<file path="src/source/op_pkg.sv">
package op_pkg;

    ////////////////////
    // sizing

    localparam int A_LEN  = 4;  // elements in a
    localparam int B_LEN  = 4;  // elements in b
    localparam int A_W    = 8;
    localparam int B_W    = 8;
    localparam int RES_W  = 8;  // result cell width
    localparam int FRAC_W = 4;  // fraction bits, same for a, b and result
    localparam int TILE_V = 1;  // a rows per step
    localparam int TILE_H = 2;  // b columns per step

    localparam int PROD_W = A_W + B_W;

    // tile counts, rounded up so a partial last tile still gets a step
    localparam int ROW_STEPS   = (A_LEN + TILE_V - 1) / TILE_V;
    localparam int COL_STEPS   = (B_LEN + TILE_H - 1) / TILE_H;
    localparam int CALC_CYCLES = ROW_STEPS * COL_STEPS;

    localparam int ROW_CW = (ROW_STEPS > 1) ? $clog2(ROW_STEPS) : 1;
    localparam int COL_CW = (COL_STEPS > 1) ? $clog2(COL_STEPS) : 1;

    // config register file
    localparam int CFG_AW = 2;
    localparam int CFG_DW = 16;

    localparam logic [CFG_AW-1:0] CFG_MODE    = 2'd0;  // bit 0 set = saturate
    localparam logic [CFG_AW-1:0] CFG_OVF_CNT = 2'd1;  // overflow count, write clears

    ////////////////////
    // types

    typedef logic [A_LEN-1:0][A_W-1:0] a_vec_t;
    typedef logic [B_LEN-1:0][B_W-1:0] b_vec_t;

    // row i holds a[i] times every b[j]
    typedef logic [A_LEN-1:0][B_LEN-1:0][RES_W-1:0] cells_t;

    typedef struct packed {
        cells_t cells;
        logic   error;  // any cell out of range
    } result_t;

    typedef struct packed {
        logic              en;
        logic [CFG_AW-1:0] addr;
        logic [CFG_DW-1:0] data;
    } cfg_wr_t;

endpackage

</file>
<file path="src/source/op_config.sv">
`timescale 1ns/100ps

// mode register and overflow counter
module op_config (
    input  logic                      clk,
    input  logic                      rst,
    input  op_pkg::cfg_wr_t           cfg_wr,
    input  logic [op_pkg::CFG_AW-1:0] cfg_rd_addr,
    output logic [op_pkg::CFG_DW-1:0] cfg_rd_data,
    output logic                      saturate,
    input  logic                      ovf_event
);

    logic [op_pkg::CFG_DW-1:0] ovf_cnt;
    logic                      mode_wr;
    logic                      cnt_wr;

    assign mode_wr = cfg_wr.en && (cfg_wr.addr == op_pkg::CFG_MODE);
    assign cnt_wr  = cfg_wr.en && (cfg_wr.addr == op_pkg::CFG_OVF_CNT);

    ////////////////////
    // registers

    always_ff @(posedge clk) begin
        if (rst) begin
            saturate <= 1'b0;  // wrap
            ovf_cnt  <= '0;
        end else begin
            if (mode_wr) begin
                saturate <= cfg_wr.data[0];
            end

            // clear wins over a same-cycle event
            if (cnt_wr) begin
                ovf_cnt <= '0;
            end else if (ovf_event && (ovf_cnt != '1)) begin
                ovf_cnt <= ovf_cnt + 1'b1;  // sticks at max
            end
        end
    end

    ////////////////////
    // read mux

    always_comb begin
        case (cfg_rd_addr)
            op_pkg::CFG_MODE:    cfg_rd_data = {{(op_pkg::CFG_DW-1){1'b0}}, saturate};
            op_pkg::CFG_OVF_CNT: cfg_rd_data = ovf_cnt;
            default:             cfg_rd_data = '0;  // unmapped
        endcase
    end

endmodule

</file>
<file path="src/source/op_top.sv">
`timescale 1ns/100ps

module op_top (
    input  logic                      clk,
    input  logic                      rst,
    // a vector
    input  logic                      a_req,
    input  op_pkg::a_vec_t            a_data,
    output logic                      a_ack,
    // b vector
    input  logic                      b_req,
    input  op_pkg::b_vec_t            b_data,
    output logic                      b_ack,
    // result matrix
    output logic                      out_req,
    output op_pkg::result_t           out_data,
    input  logic                      out_ack,
    // config
    input  op_pkg::cfg_wr_t           cfg_wr,
    input  logic [op_pkg::CFG_AW-1:0] cfg_rd_addr,
    output logic [op_pkg::CFG_DW-1:0] cfg_rd_data
);

    logic            a_full;
    logic            b_full;
    op_pkg::a_vec_t  a_val;
    op_pkg::b_vec_t  b_val;
    logic            take;       // empties both ports
    logic            saturate;
    logic            res_valid;
    op_pkg::result_t res;
    logic            res_taken;
    logic            ovf_event;

    ////////////////////
    // input ports

    vec_port #(.payload_t(op_pkg::a_vec_t)) a_port_i (
        .clk   (clk),
        .rst   (rst),
        .req   (a_req),
        .data  (a_data),
        .ack   (a_ack),
        .take  (take),
        .full  (a_full),
        .value (a_val)
    );

    vec_port #(.payload_t(op_pkg::b_vec_t)) b_port_i (
        .clk   (clk),
        .rst   (rst),
        .req   (b_req),
        .data  (b_data),
        .ack   (b_ack),
        .take  (take),
        .full  (b_full),
        .value (b_val)
    );

    ////////////////////
    // engine, config, output

    outer_product outer_product_i (
        .clk       (clk),
        .rst       (rst),
        .a_full    (a_full),
        .a_val     (a_val),
        .b_full    (b_full),
        .b_val     (b_val),
        .take      (take),
        .saturate  (saturate),
        .res_valid (res_valid),
        .res       (res),
        .res_taken (res_taken),
        .ovf_event (ovf_event)
    );

    op_config op_config_i (
        .clk         (clk),
        .rst         (rst),
        .cfg_wr      (cfg_wr),
        .cfg_rd_addr (cfg_rd_addr),
        .cfg_rd_data (cfg_rd_data),
        .saturate    (saturate),
        .ovf_event   (ovf_event)
    );

    result_port result_port_i (
        .clk       (clk),
        .rst       (rst),
        .res_valid (res_valid),
        .res       (res),
        .res_taken (res_taken),
        .out_req   (out_req),
        .out_data  (out_data),
        .out_ack   (out_ack)
    );

endmodule

</file>
<file path="src/source/outer_product.sv">
`timescale 1ns/100ps

// tiled signed outer product, one tile per cycle
module outer_product (
    input  logic             clk,
    input  logic             rst,
    input  logic             a_full,
    input  op_pkg::a_vec_t   a_val,
    input  logic             b_full,
    input  op_pkg::b_vec_t   b_val,
    output logic             take,
    input  logic             saturate,
    output logic             res_valid,
    output op_pkg::result_t  res,
    input  logic             res_taken,
    output logic             ovf_event
);

    typedef enum logic [1:0] {
        ST_IDLE,
        ST_CALC,
        ST_DONE
    } state_t;

    state_t state;

    op_pkg::a_vec_t a_buf;
    op_pkg::b_vec_t b_buf;
    op_pkg::cells_t cells_q;
    logic           err_q;

    logic [op_pkg::ROW_CW-1:0] row_cnt;
    logic [op_pkg::COL_CW-1:0] col_cnt;
    logic                      last_row;
    logic                      last_col;

    ////////////////////
    // tile datapath

    logic [op_pkg::TILE_V-1:0][op_pkg::A_W-1:0] tile_a;
    logic [op_pkg::TILE_H-1:0][op_pkg::B_W-1:0] tile_b;
    logic [op_pkg::TILE_V-1:0]                  tile_a_hit;  // slot maps to a real a[i]
    logic [op_pkg::TILE_H-1:0]                  tile_b_hit;

    logic signed [op_pkg::PROD_W-1:0] tile_shift [op_pkg::TILE_V][op_pkg::TILE_H];
    logic        [op_pkg::RES_W-1:0]  tile_cell  [op_pkg::TILE_V][op_pkg::TILE_H];
    logic [op_pkg::TILE_V-1:0][op_pkg::TILE_H-1:0] tile_ovf;
    logic                                          tile_err;

    // pick the operands of the current tile, slots past the end stay zero
    always_comb begin
        tile_a     = '0;
        tile_a_hit = '0;
        for (int i = 0; i < op_pkg::A_LEN; i++) begin
            if (int'(row_cnt) == i / op_pkg::TILE_V) begin
                tile_a[i % op_pkg::TILE_V]     = a_buf[i];
                tile_a_hit[i % op_pkg::TILE_V] = 1'b1;
            end
        end
        tile_b     = '0;
        tile_b_hit = '0;
        for (int j = 0; j < op_pkg::B_LEN; j++) begin
            if (int'(col_cnt) == j / op_pkg::TILE_H) begin
                tile_b[j % op_pkg::TILE_H]     = b_buf[j];
                tile_b_hit[j % op_pkg::TILE_H] = 1'b1;
            end
        end
    end

    always_comb begin
        tile_err = 1'b0;
        for (int k = 0; k < op_pkg::TILE_V; k++) begin
            for (int l = 0; l < op_pkg::TILE_H; l++) begin
                tile_shift[k][l] = op_pkg::PROD_W'($signed(tile_a[k]) * $signed(tile_b[l]))
                                   >>> op_pkg::FRAC_W;
                // out of range unless the bits from the result sign up all agree
                tile_ovf[k][l] =
                    !((&tile_shift[k][l][op_pkg::PROD_W-1:op_pkg::RES_W-1]) ||
                      !(|tile_shift[k][l][op_pkg::PROD_W-1:op_pkg::RES_W-1]));
                if (tile_ovf[k][l] && saturate) begin
                    // negative -> 0x80, positive -> 0x7f
                    tile_cell[k][l] = {tile_shift[k][l][op_pkg::PROD_W-1],
                                       {(op_pkg::RES_W-1){~tile_shift[k][l][op_pkg::PROD_W-1]}}};
                end else begin
                    tile_cell[k][l] = tile_shift[k][l][op_pkg::RES_W-1:0];  // wrap
                end
                if (tile_ovf[k][l] && tile_a_hit[k] && tile_b_hit[l]) begin
                    tile_err = 1'b1;
                end
            end
        end
    end

    ////////////////////
    // control

    assign take     = (state == ST_IDLE) && a_full && b_full;
    assign last_row = int'(row_cnt) == op_pkg::ROW_STEPS - 1;
    assign last_col = int'(col_cnt) == op_pkg::COL_STEPS - 1;

    always_ff @(posedge clk) begin
        if (rst) begin
            state     <= ST_IDLE;
            row_cnt   <= '0;
            col_cnt   <= '0;
            err_q     <= 1'b0;
            ovf_event <= 1'b0;
        end else begin
            ovf_event <= 1'b0;
            case (state)
                ST_IDLE: begin
                    if (take) begin
                        state   <= ST_CALC;
                        row_cnt <= '0;
                        col_cnt <= '0;
                        err_q   <= 1'b0;  // fresh error per result
                    end
                end
                ST_CALC: begin
                    err_q <= err_q | tile_err;
                    if (last_col) begin
                        col_cnt <= '0;
                        if (last_row) begin
                            state     <= ST_DONE;
                            row_cnt   <= '0;
                            ovf_event <= err_q | tile_err;  // one pulse per bad result
                        end else begin
                            row_cnt <= row_cnt + 1'b1;
                        end
                    end else begin
                        col_cnt <= col_cnt + 1'b1;  // columns inner
                    end
                end
                ST_DONE: begin
                    if (res_taken) begin
                        state <= ST_IDLE;
                    end
                end
                default: state <= ST_IDLE;
            endcase
        end
    end

    // operand copies, ports are free again after take
    always_ff @(posedge clk) begin
        if (take) begin
            a_buf <= a_val;
            b_buf <= b_val;
        end
    end

    // store the cells of the active tile
    always_ff @(posedge clk) begin
        if (state == ST_CALC) begin
            for (int i = 0; i < op_pkg::A_LEN; i++) begin
                for (int j = 0; j < op_pkg::B_LEN; j++) begin
                    if (int'(row_cnt) == i / op_pkg::TILE_V &&
                        int'(col_cnt) == j / op_pkg::TILE_H) begin
                        cells_q[i][j] <= tile_cell[i % op_pkg::TILE_V][j % op_pkg::TILE_H];
                    end
                end
            end
        end
    end

    assign res_valid = (state == ST_DONE);
    assign res       = '{cells: cells_q, error: err_q};

endmodule

</file>
<file path="src/source/result_port.sv">
`timescale 1ns/100ps

// four-phase sender for the finished matrix
module result_port (
    input  logic            clk,
    input  logic            rst,
    input  logic            res_valid,
    input  op_pkg::result_t res,
    output logic            res_taken,
    output logic            out_req,
    output op_pkg::result_t out_data,
    input  logic            out_ack
);

    typedef enum logic [1:0] {
        ST_IDLE,
        ST_SEND,     // req high, wait for ack
        ST_RELEASE   // req low, wait for ack to drop
    } state_t;

    state_t state;
    logic   latch;

    assign latch = (state == ST_IDLE) && res_valid;

    always_ff @(posedge clk) begin
        if (rst) begin
            state     <= ST_IDLE;
            res_taken <= 1'b0;
        end else begin
            res_taken <= 1'b0;
            case (state)
                ST_IDLE: begin
                    if (latch) begin
                        state     <= ST_SEND;
                        res_taken <= 1'b1;  // engine may start over
                    end
                end
                ST_SEND:    if (out_ack)  state <= ST_RELEASE;
                ST_RELEASE: if (!out_ack) state <= ST_IDLE;
                default:    state <= ST_IDLE;
            endcase
        end
    end

    always_ff @(posedge clk) begin
        if (latch) begin
            out_data <= res;
        end
    end

    assign out_req = (state == ST_SEND);

endmodule

</file>
<file path="src/source/vec_port.sv">
`timescale 1ns/100ps

// four-phase receiver with a single holding register
module vec_port #(
    parameter type payload_t = op_pkg::a_vec_t
) (
    input  logic     clk,
    input  logic     rst,
    input  logic     req,
    input  payload_t data,
    output logic     ack,
    input  logic     take,   // engine has copied the value
    output logic     full,
    output payload_t value
);

    logic accept;

    // new vector only while empty and the previous handshake is closed
    assign accept = req && !ack && !full;

    always_ff @(posedge clk) begin
        if (rst) begin
            ack  <= 1'b0;
            full <= 1'b0;
        end else begin
            if (accept) begin
                ack  <= 1'b1;
                full <= 1'b1;
            end else if (ack && !req) begin
                ack <= 1'b0;  // phase 4
            end

            if (take) begin
                full <= 1'b0;
            end
        end
    end

    always_ff @(posedge clk) begin
        if (accept) begin
            value <= data;
        end
    end

endmodule

</file>
<file path="config.mk">
export PLATFORM = sky130hd
export DESIGN_NAME = op_top
export DESIGN_NICKNAME = d
export VERILOG_FILES = /design/src/source/op_pkg.sv /design/src/source/op_config.sv /design/src/source/op_top.sv /design/src/source/outer_product.sv /design/src/source/result_port.sv /design/src/source/vec_port.sv
export SDC_FILE = /design/constraint.sdc
export NUM_CORES = 1
export LEC_CHECK = 0
export ABC_AREA = 1
export BUFFER_PORTS_ARGS = -buffer_cell sky130_fd_sc_hd__buf_4
export CAP_MARGIN = 10
export CORE_AREA = 4 4 192 194
export CTS_CLUSTER_DIAMETER = 60
export DETAILED_ROUTE_END_ITERATION = 7
export DIE_AREA = 0 0 196 198
export GPL_ROUTABILITY_DRIVEN = 0
export GPL_TIMING_DRIVEN = 0
export PLACE_DENSITY_LB_ADDON = 0.12
export SKIP_LAST_GASP = 1
export SLEW_MARGIN = 20
export SYNTH_ARGS = -nofsm -noshare
export SYNTH_HDL_FRONTEND = slang
export SYNTH_SLANG_ARGS = --single-unit
</file>
<file path="constraint.sdc">
create_clock -name clk -period 6.8 [get_ports clk]
set_clock_uncertainty 0.1 [all_clocks]
set_input_delay 0.34 -clock clk [delete_from_list [all_inputs] [get_ports clk]]
set_output_delay 0.34 -clock clk [all_outputs]
set_load 0.02 [all_outputs]
</file>
**After elaboration in Yosys (flattened, before gate mapping)**

Index checks and enable logic that the tools add are counted.
W data, S select, Z words.

- Register bits: 416
- Input bits: 90
- Output and inout bits: 148
- Word-level logic and storage cells: 193

- Add/subtract/negate cells: 3
- Multiply operators: 2
- Equal/unequal tests: 17
- Mux-type cells: 37
- Bitwise logic cells: 8
- Reduce and logical (&&, ||, !) cells: 64

Operators by type and width:

| kind | number |
|---|---|
| $mux W8 | 8 |
| $mul A8 B8 Y16 | 2 |
| $pmux W16 S2 | 1 |
| $logic_and A1 B1 Y1 | 24 |
| $mux W2 | 10 |
| $reduce_and A2 Y1 | 9 |
| $add A16 B1 Y16 const B | 1 |
| $ne A16 B16 Y1 const B | 1 |
| $mux W1 | 13 |
| $pmux W2 S3 | 2 |
| $eq A2 B1 Y1 const B | 5 |
| $logic_not A1 Y1 | 10 |
| $logic_not A2 Y1 | 5 |
| $reduce_and A5 Y1 | 2 |
| $reduce_or A5 Y1 | 2 |
| $eq A2 B2 Y1 const B | 4 |
| $ne A2 B1 Y1 const B | 4 |
| $not A1 Y1 | 7 |
| $ne A2 B2 Y1 const B | 3 |
| $reduce_and A3 Y1 | 2 |
| $reduce_bool A2 Y1 | 3 |
| $reduce_or A2 Y1 | 3 |
| $pmux W1 S2 | 2 |
| $pmux W2 S2 | 1 |
| 6 further kinds | 7 |

**Longest topological paths before layout**

- Word-level depth: 15
- Depth in mapped cells: 36
- Mapped depth without buffers: 35

**Hierarchy**

Synthesis repeated with hierarchy kept, for this count alone.

- Cells, all modules: 1,586
- Area total of the unflattened synthesis: 19,446.2 µm²

By module, submodules not included:

| module | times used | cells each | area an instance (µm²) | seq. area each (µm²) |
|---|---|---|---|---|
| outer_product | 1 | 1,155 | 12,201.7 | 5,905.7 |
| result_port | 1 | 148 | 3,998.8 | 3,933.8 |
| vec_port | 2 | 44 | 1,044.8 | 1,001.0 |
| op_config | 1 | 195 | 1,156.1 | 340.3 |

**Worst setup path after synthesis**

No wires, ideal clock.

- Path kind: register to register
- Start: register outer_product_i.row_cnt[1] (netlist name)
- End: register outer_product_i.cells_q, in the netlist outer_product_i.res[100], data pin
- Setup time: 265 ps
- Arrival: 5,525 ps
- Required time: 6,435 ps
- Setup slack: 910 ps
- Cell stages (with the launch flop): 31
- Buffers on the path: 2
- Period minus slack after synthesis: 5,890 ps
- Cells stage by stage: dfxtp_1 -> inv_1 -> ha_1 -> buf_2 -> nor2_4 -> a22oi_1 -> nand2_1 -> o211ai_1 -> o21ai_0 -> buf_2 -> nand2_1 -> fa_1 -> inv_1 -> fa_1 -> inv_1 -> fa_1 -> fa_1 -> inv_1 -> ha_1 -> nand2_1 -> nor2_1 -> nand3_1 -> nand3_1 -> nand2_1 -> nand2_1 -> nand2_1 -> nor2_1 -> nand2_1 -> nand2_2 -> nor2_4 -> o21ai_0

RTL lines:

| element | RTL line | text |
|---|---|---|
| from (decl) | outer_product.sv:32 | `logic [op_pkg::ROW_CW-1:0] row_cnt;` |
| from (signal assigned) | outer_product.sv:128 | `row_cnt <= row_cnt + 1'b1;` |
| to (signal, indexed assignment) | outer_product.sv:159 | `cells_q[i][j] <= tile_cell[i % op_pkg::TILE_V][j % op_pkg::TILE_H];` |
| to (decl) | outer_product.sv:29 | `op_pkg::cells_t cells_q;` |

==> metrics.csv <==
metric,value,unit
status,"complete, no violations",
gr-max-usage-layer,met2,
yosys.area.top_type_share,0.605,
nets,2143,
grt-ovfl-total,0,
detail-route-antenna-nets,0,
drive_gt1_frac,0.205,
multi_input_area,5970,µm²
setup_viol_count_final,0,
io_buffers,222,
clockBufferDepth,3,
ys_ff_latch,416,
design_area,23900,µm²
path_class,register to register,
maxSlewViolCount,0,
fin_crit,6.50,ns
endpoint_kind,register,
worstPathMaxFanout,10,
required,6.99,ns
first_pass_iters,5,
worstMarginPinSlew,0.907,ns
leakage,9.85,nW
grt_pass1_vias,11200,
period_share,0.956,
syn_area_per_cell,12.6,µm²
r2r_cells,30,
n_antenna_cell,0,
met2_usage,0.301,
irDropWorstVdd,0.000284,V
dieHeight,198,µm
crit_family,adder cells,
yosysUniqueCellTypes,40,
via_per_inst,4.85,
core_area,35200,µm²
hold_violations,0,
syn_inst,1521,
cts_root_buf,clkbuf_16,
syn-cell-area,19100,µm²
p_per_area,394,nW/µm²
cts_tree,built,
grt_pass1_wl,58000,µm
startpoint_type,register,
routed_wl,36100,µm
cts_made_buffers,39,
path_clk_slew,0.06,ns
fillers,2525,
holdPathStages,3,
arrival,6.70,ns
reg2reg_slack,0.30,ns
finalSetupTns,0,ns
drc,0,
synth_fp_nets,1780,
fin_util,0.678,
seq_area,12200,µm²
synth_flop_cell,edfxtp_1,
die-area,38800,µm²
cp.buffers_inverters,8,
place_area,21600,µm²
slowest_delay,0.69,ns
drt_iter0_drc,769,
clk_latency,0.54,ns
rsz0062_at_grt,yes,
hold_path.class,primary input to register,
ioPinCount,238,
hpwl,26500,µm
netlist_top_cells_area,"edfxtp_1, fa_1, inv_1, nand2_1, ha_1",
synth_edf_count,385,
power.total,9.41,mW
rows,69,
start_util,0.543,
r2r_end,outer_product_i.res[45],
max_freq,0.154,GHz
met3_usage,0.0325,
min_to,op_config_i.saturate,
grtUsageTotal,0.187,
use_met1,0.270,
die_w,196,µm
grt_max_degree,74,
numClockSinks,416,
synth_warnings,0,
antenna_found_initial,0,
max-cap-violations,0,
layout_commonest_cell,edfxtp_1,
yosys.area.top_type,edfxtp_1,
yosysSeqAreaShare,0.637,
slew_headroom,0.378,
final_cell_mix,"edfxtp_1, inv_1, buf_4, nand2_1, nor2_1",
htree_levels,2,
synthArstFlopShare,0,
reg2reg_from,outer_product_i.row_cnt[1],
syn_to_final_growth,24.9,%
cpMaxStageDelayCell,fa_2,
vias,11500,
min_from,cfg_wr[16],
wl_per_cell,15.2,µm
cells by family after synthesis:
logic type	Yosys count	share of synthesized area
AND/OR/NAND/NOR	489	0.108
flip-flops	416	0.637
buffers and inverters	320	0.0633
adder cells (fa/ha/maj)	169	0.153
AO/OA/AOI/OAI	116	0.0333
XOR/XNOR	10	0.00458
multiplexers	1	0.000524
sequential cells by signal, summed over array words and instances, names as in the netlist, 2 cells and up:
name / flops
outer_product_i.b_buf: 32
a_port_i.value: 32
result_port_i.out_data: 129
outer_product_i.state: 2
outer_product_i.res: 128
op_config_i.ovf_cnt: 16
outer_product_i.a_buf: 32
outer_product_i.row_cnt: 2
b_port_i.value: 32
result_port_i.state: 2
where the power goes:
part	switching, mW	total [mW]	internal [mW]
sequential	0.0160	3.41	3.39
combinational	2.54	3.94	1.40
clock	0.884	2.06	1.18
stage by stage:
step | setup slack (ns) | hold WS [ns] | std cells
finish | 0.299 | 0.0481 | 2374
global placement | -0.541 | 0.301 | 2204
detailed placement | -0.695 | 0.305 | 2215
floorplan | 0.910 | 0.300 | 1521
CTS | -0.0297 | 0.0352 | 2357
global route | -0.0818 | 0.0709 | 2374
timing repair:
action                                  CTS  global route
endpoints found under the setup margin  104           130
setup buffers                             2            17
hold buffers                             70             0
pin swaps                                 1             6
resized for setup                        21            57
endpoints found under the hold margin    70             0
cell type report:
cell class                 instances  share of cell area
buffer                            14             0.00309
tap                              461              0.0242
timing repair buffer             322               0.112
sequential                       416               0.510
multi-input combinational        785               0.250
inverter                         306              0.0486
clock buffer                      45              0.0418
clock inverter                    25             0.00985
worst register-to-register path: cells and delay by family, from the launching register on:
family | cells | cell delay, ns
AOI/OAI and AO/OA | 5 | 0.92
adders and majority gates | 6 | 2.71
buffers and inverters | 8 | 0.92
DFF | 1 | 0.39
and+or+nand+nor | 11 | 1.21
how the worst max path moves through the flow:
stage,start,end,slack [ns],cells after the start
finish,outer_product_i.row_cnt[1],outer_product_i.res[45],0.30,30
detailed placement,outer_product_i.row_cnt[0],outer_product_i.res[100],-0.70,29
floorplan,outer_product_i.row_cnt[1],outer_product_i.res[100],0.91,30
CTS,outer_product_i.row_cnt[0],outer_product_i.res[39],-0.03,32
global placement,outer_product_i.row_cnt[0],outer_product_i.res[20],-0.54,29
global route,outer_product_i.row_cnt[1],outer_product_i.res[45],-0.08,30
per-layer routing:
metal	routed length [µm]	share of wire
met1	16200	0.45
met2	17100	0.47
met3	2130	0.059
met4	668	0.018
met5	0	0
synth_stat cells, types with 2 or more instances:
cell and number:
dfxtp_1 31, nor4_1 4, or2_2 4, a21oi_1 42
nand3b_1 6, a211oi_1 2, inv_2 3, nand3_1 39
o21ai_0 50, nand3_2 2, xor2_1 5, o21ai_2 2
o21a_1 2, nor3_1 5, nand2_2 8, a22oi_1 7
clkbuf_1 7, nor2_2 2, xnor2_1 5, o21ai_1 3
nor2_1 149, nand2_1 248, nor3_2 2, nor2_4 3
o211ai_1 4, a21o_1 2, buf_2 7, nand4_1 13
ha_1 61, edfxtp_1 385, fa_1 108, inv_1 302
No activity file was read; power rests on OpenSTA's default activity.
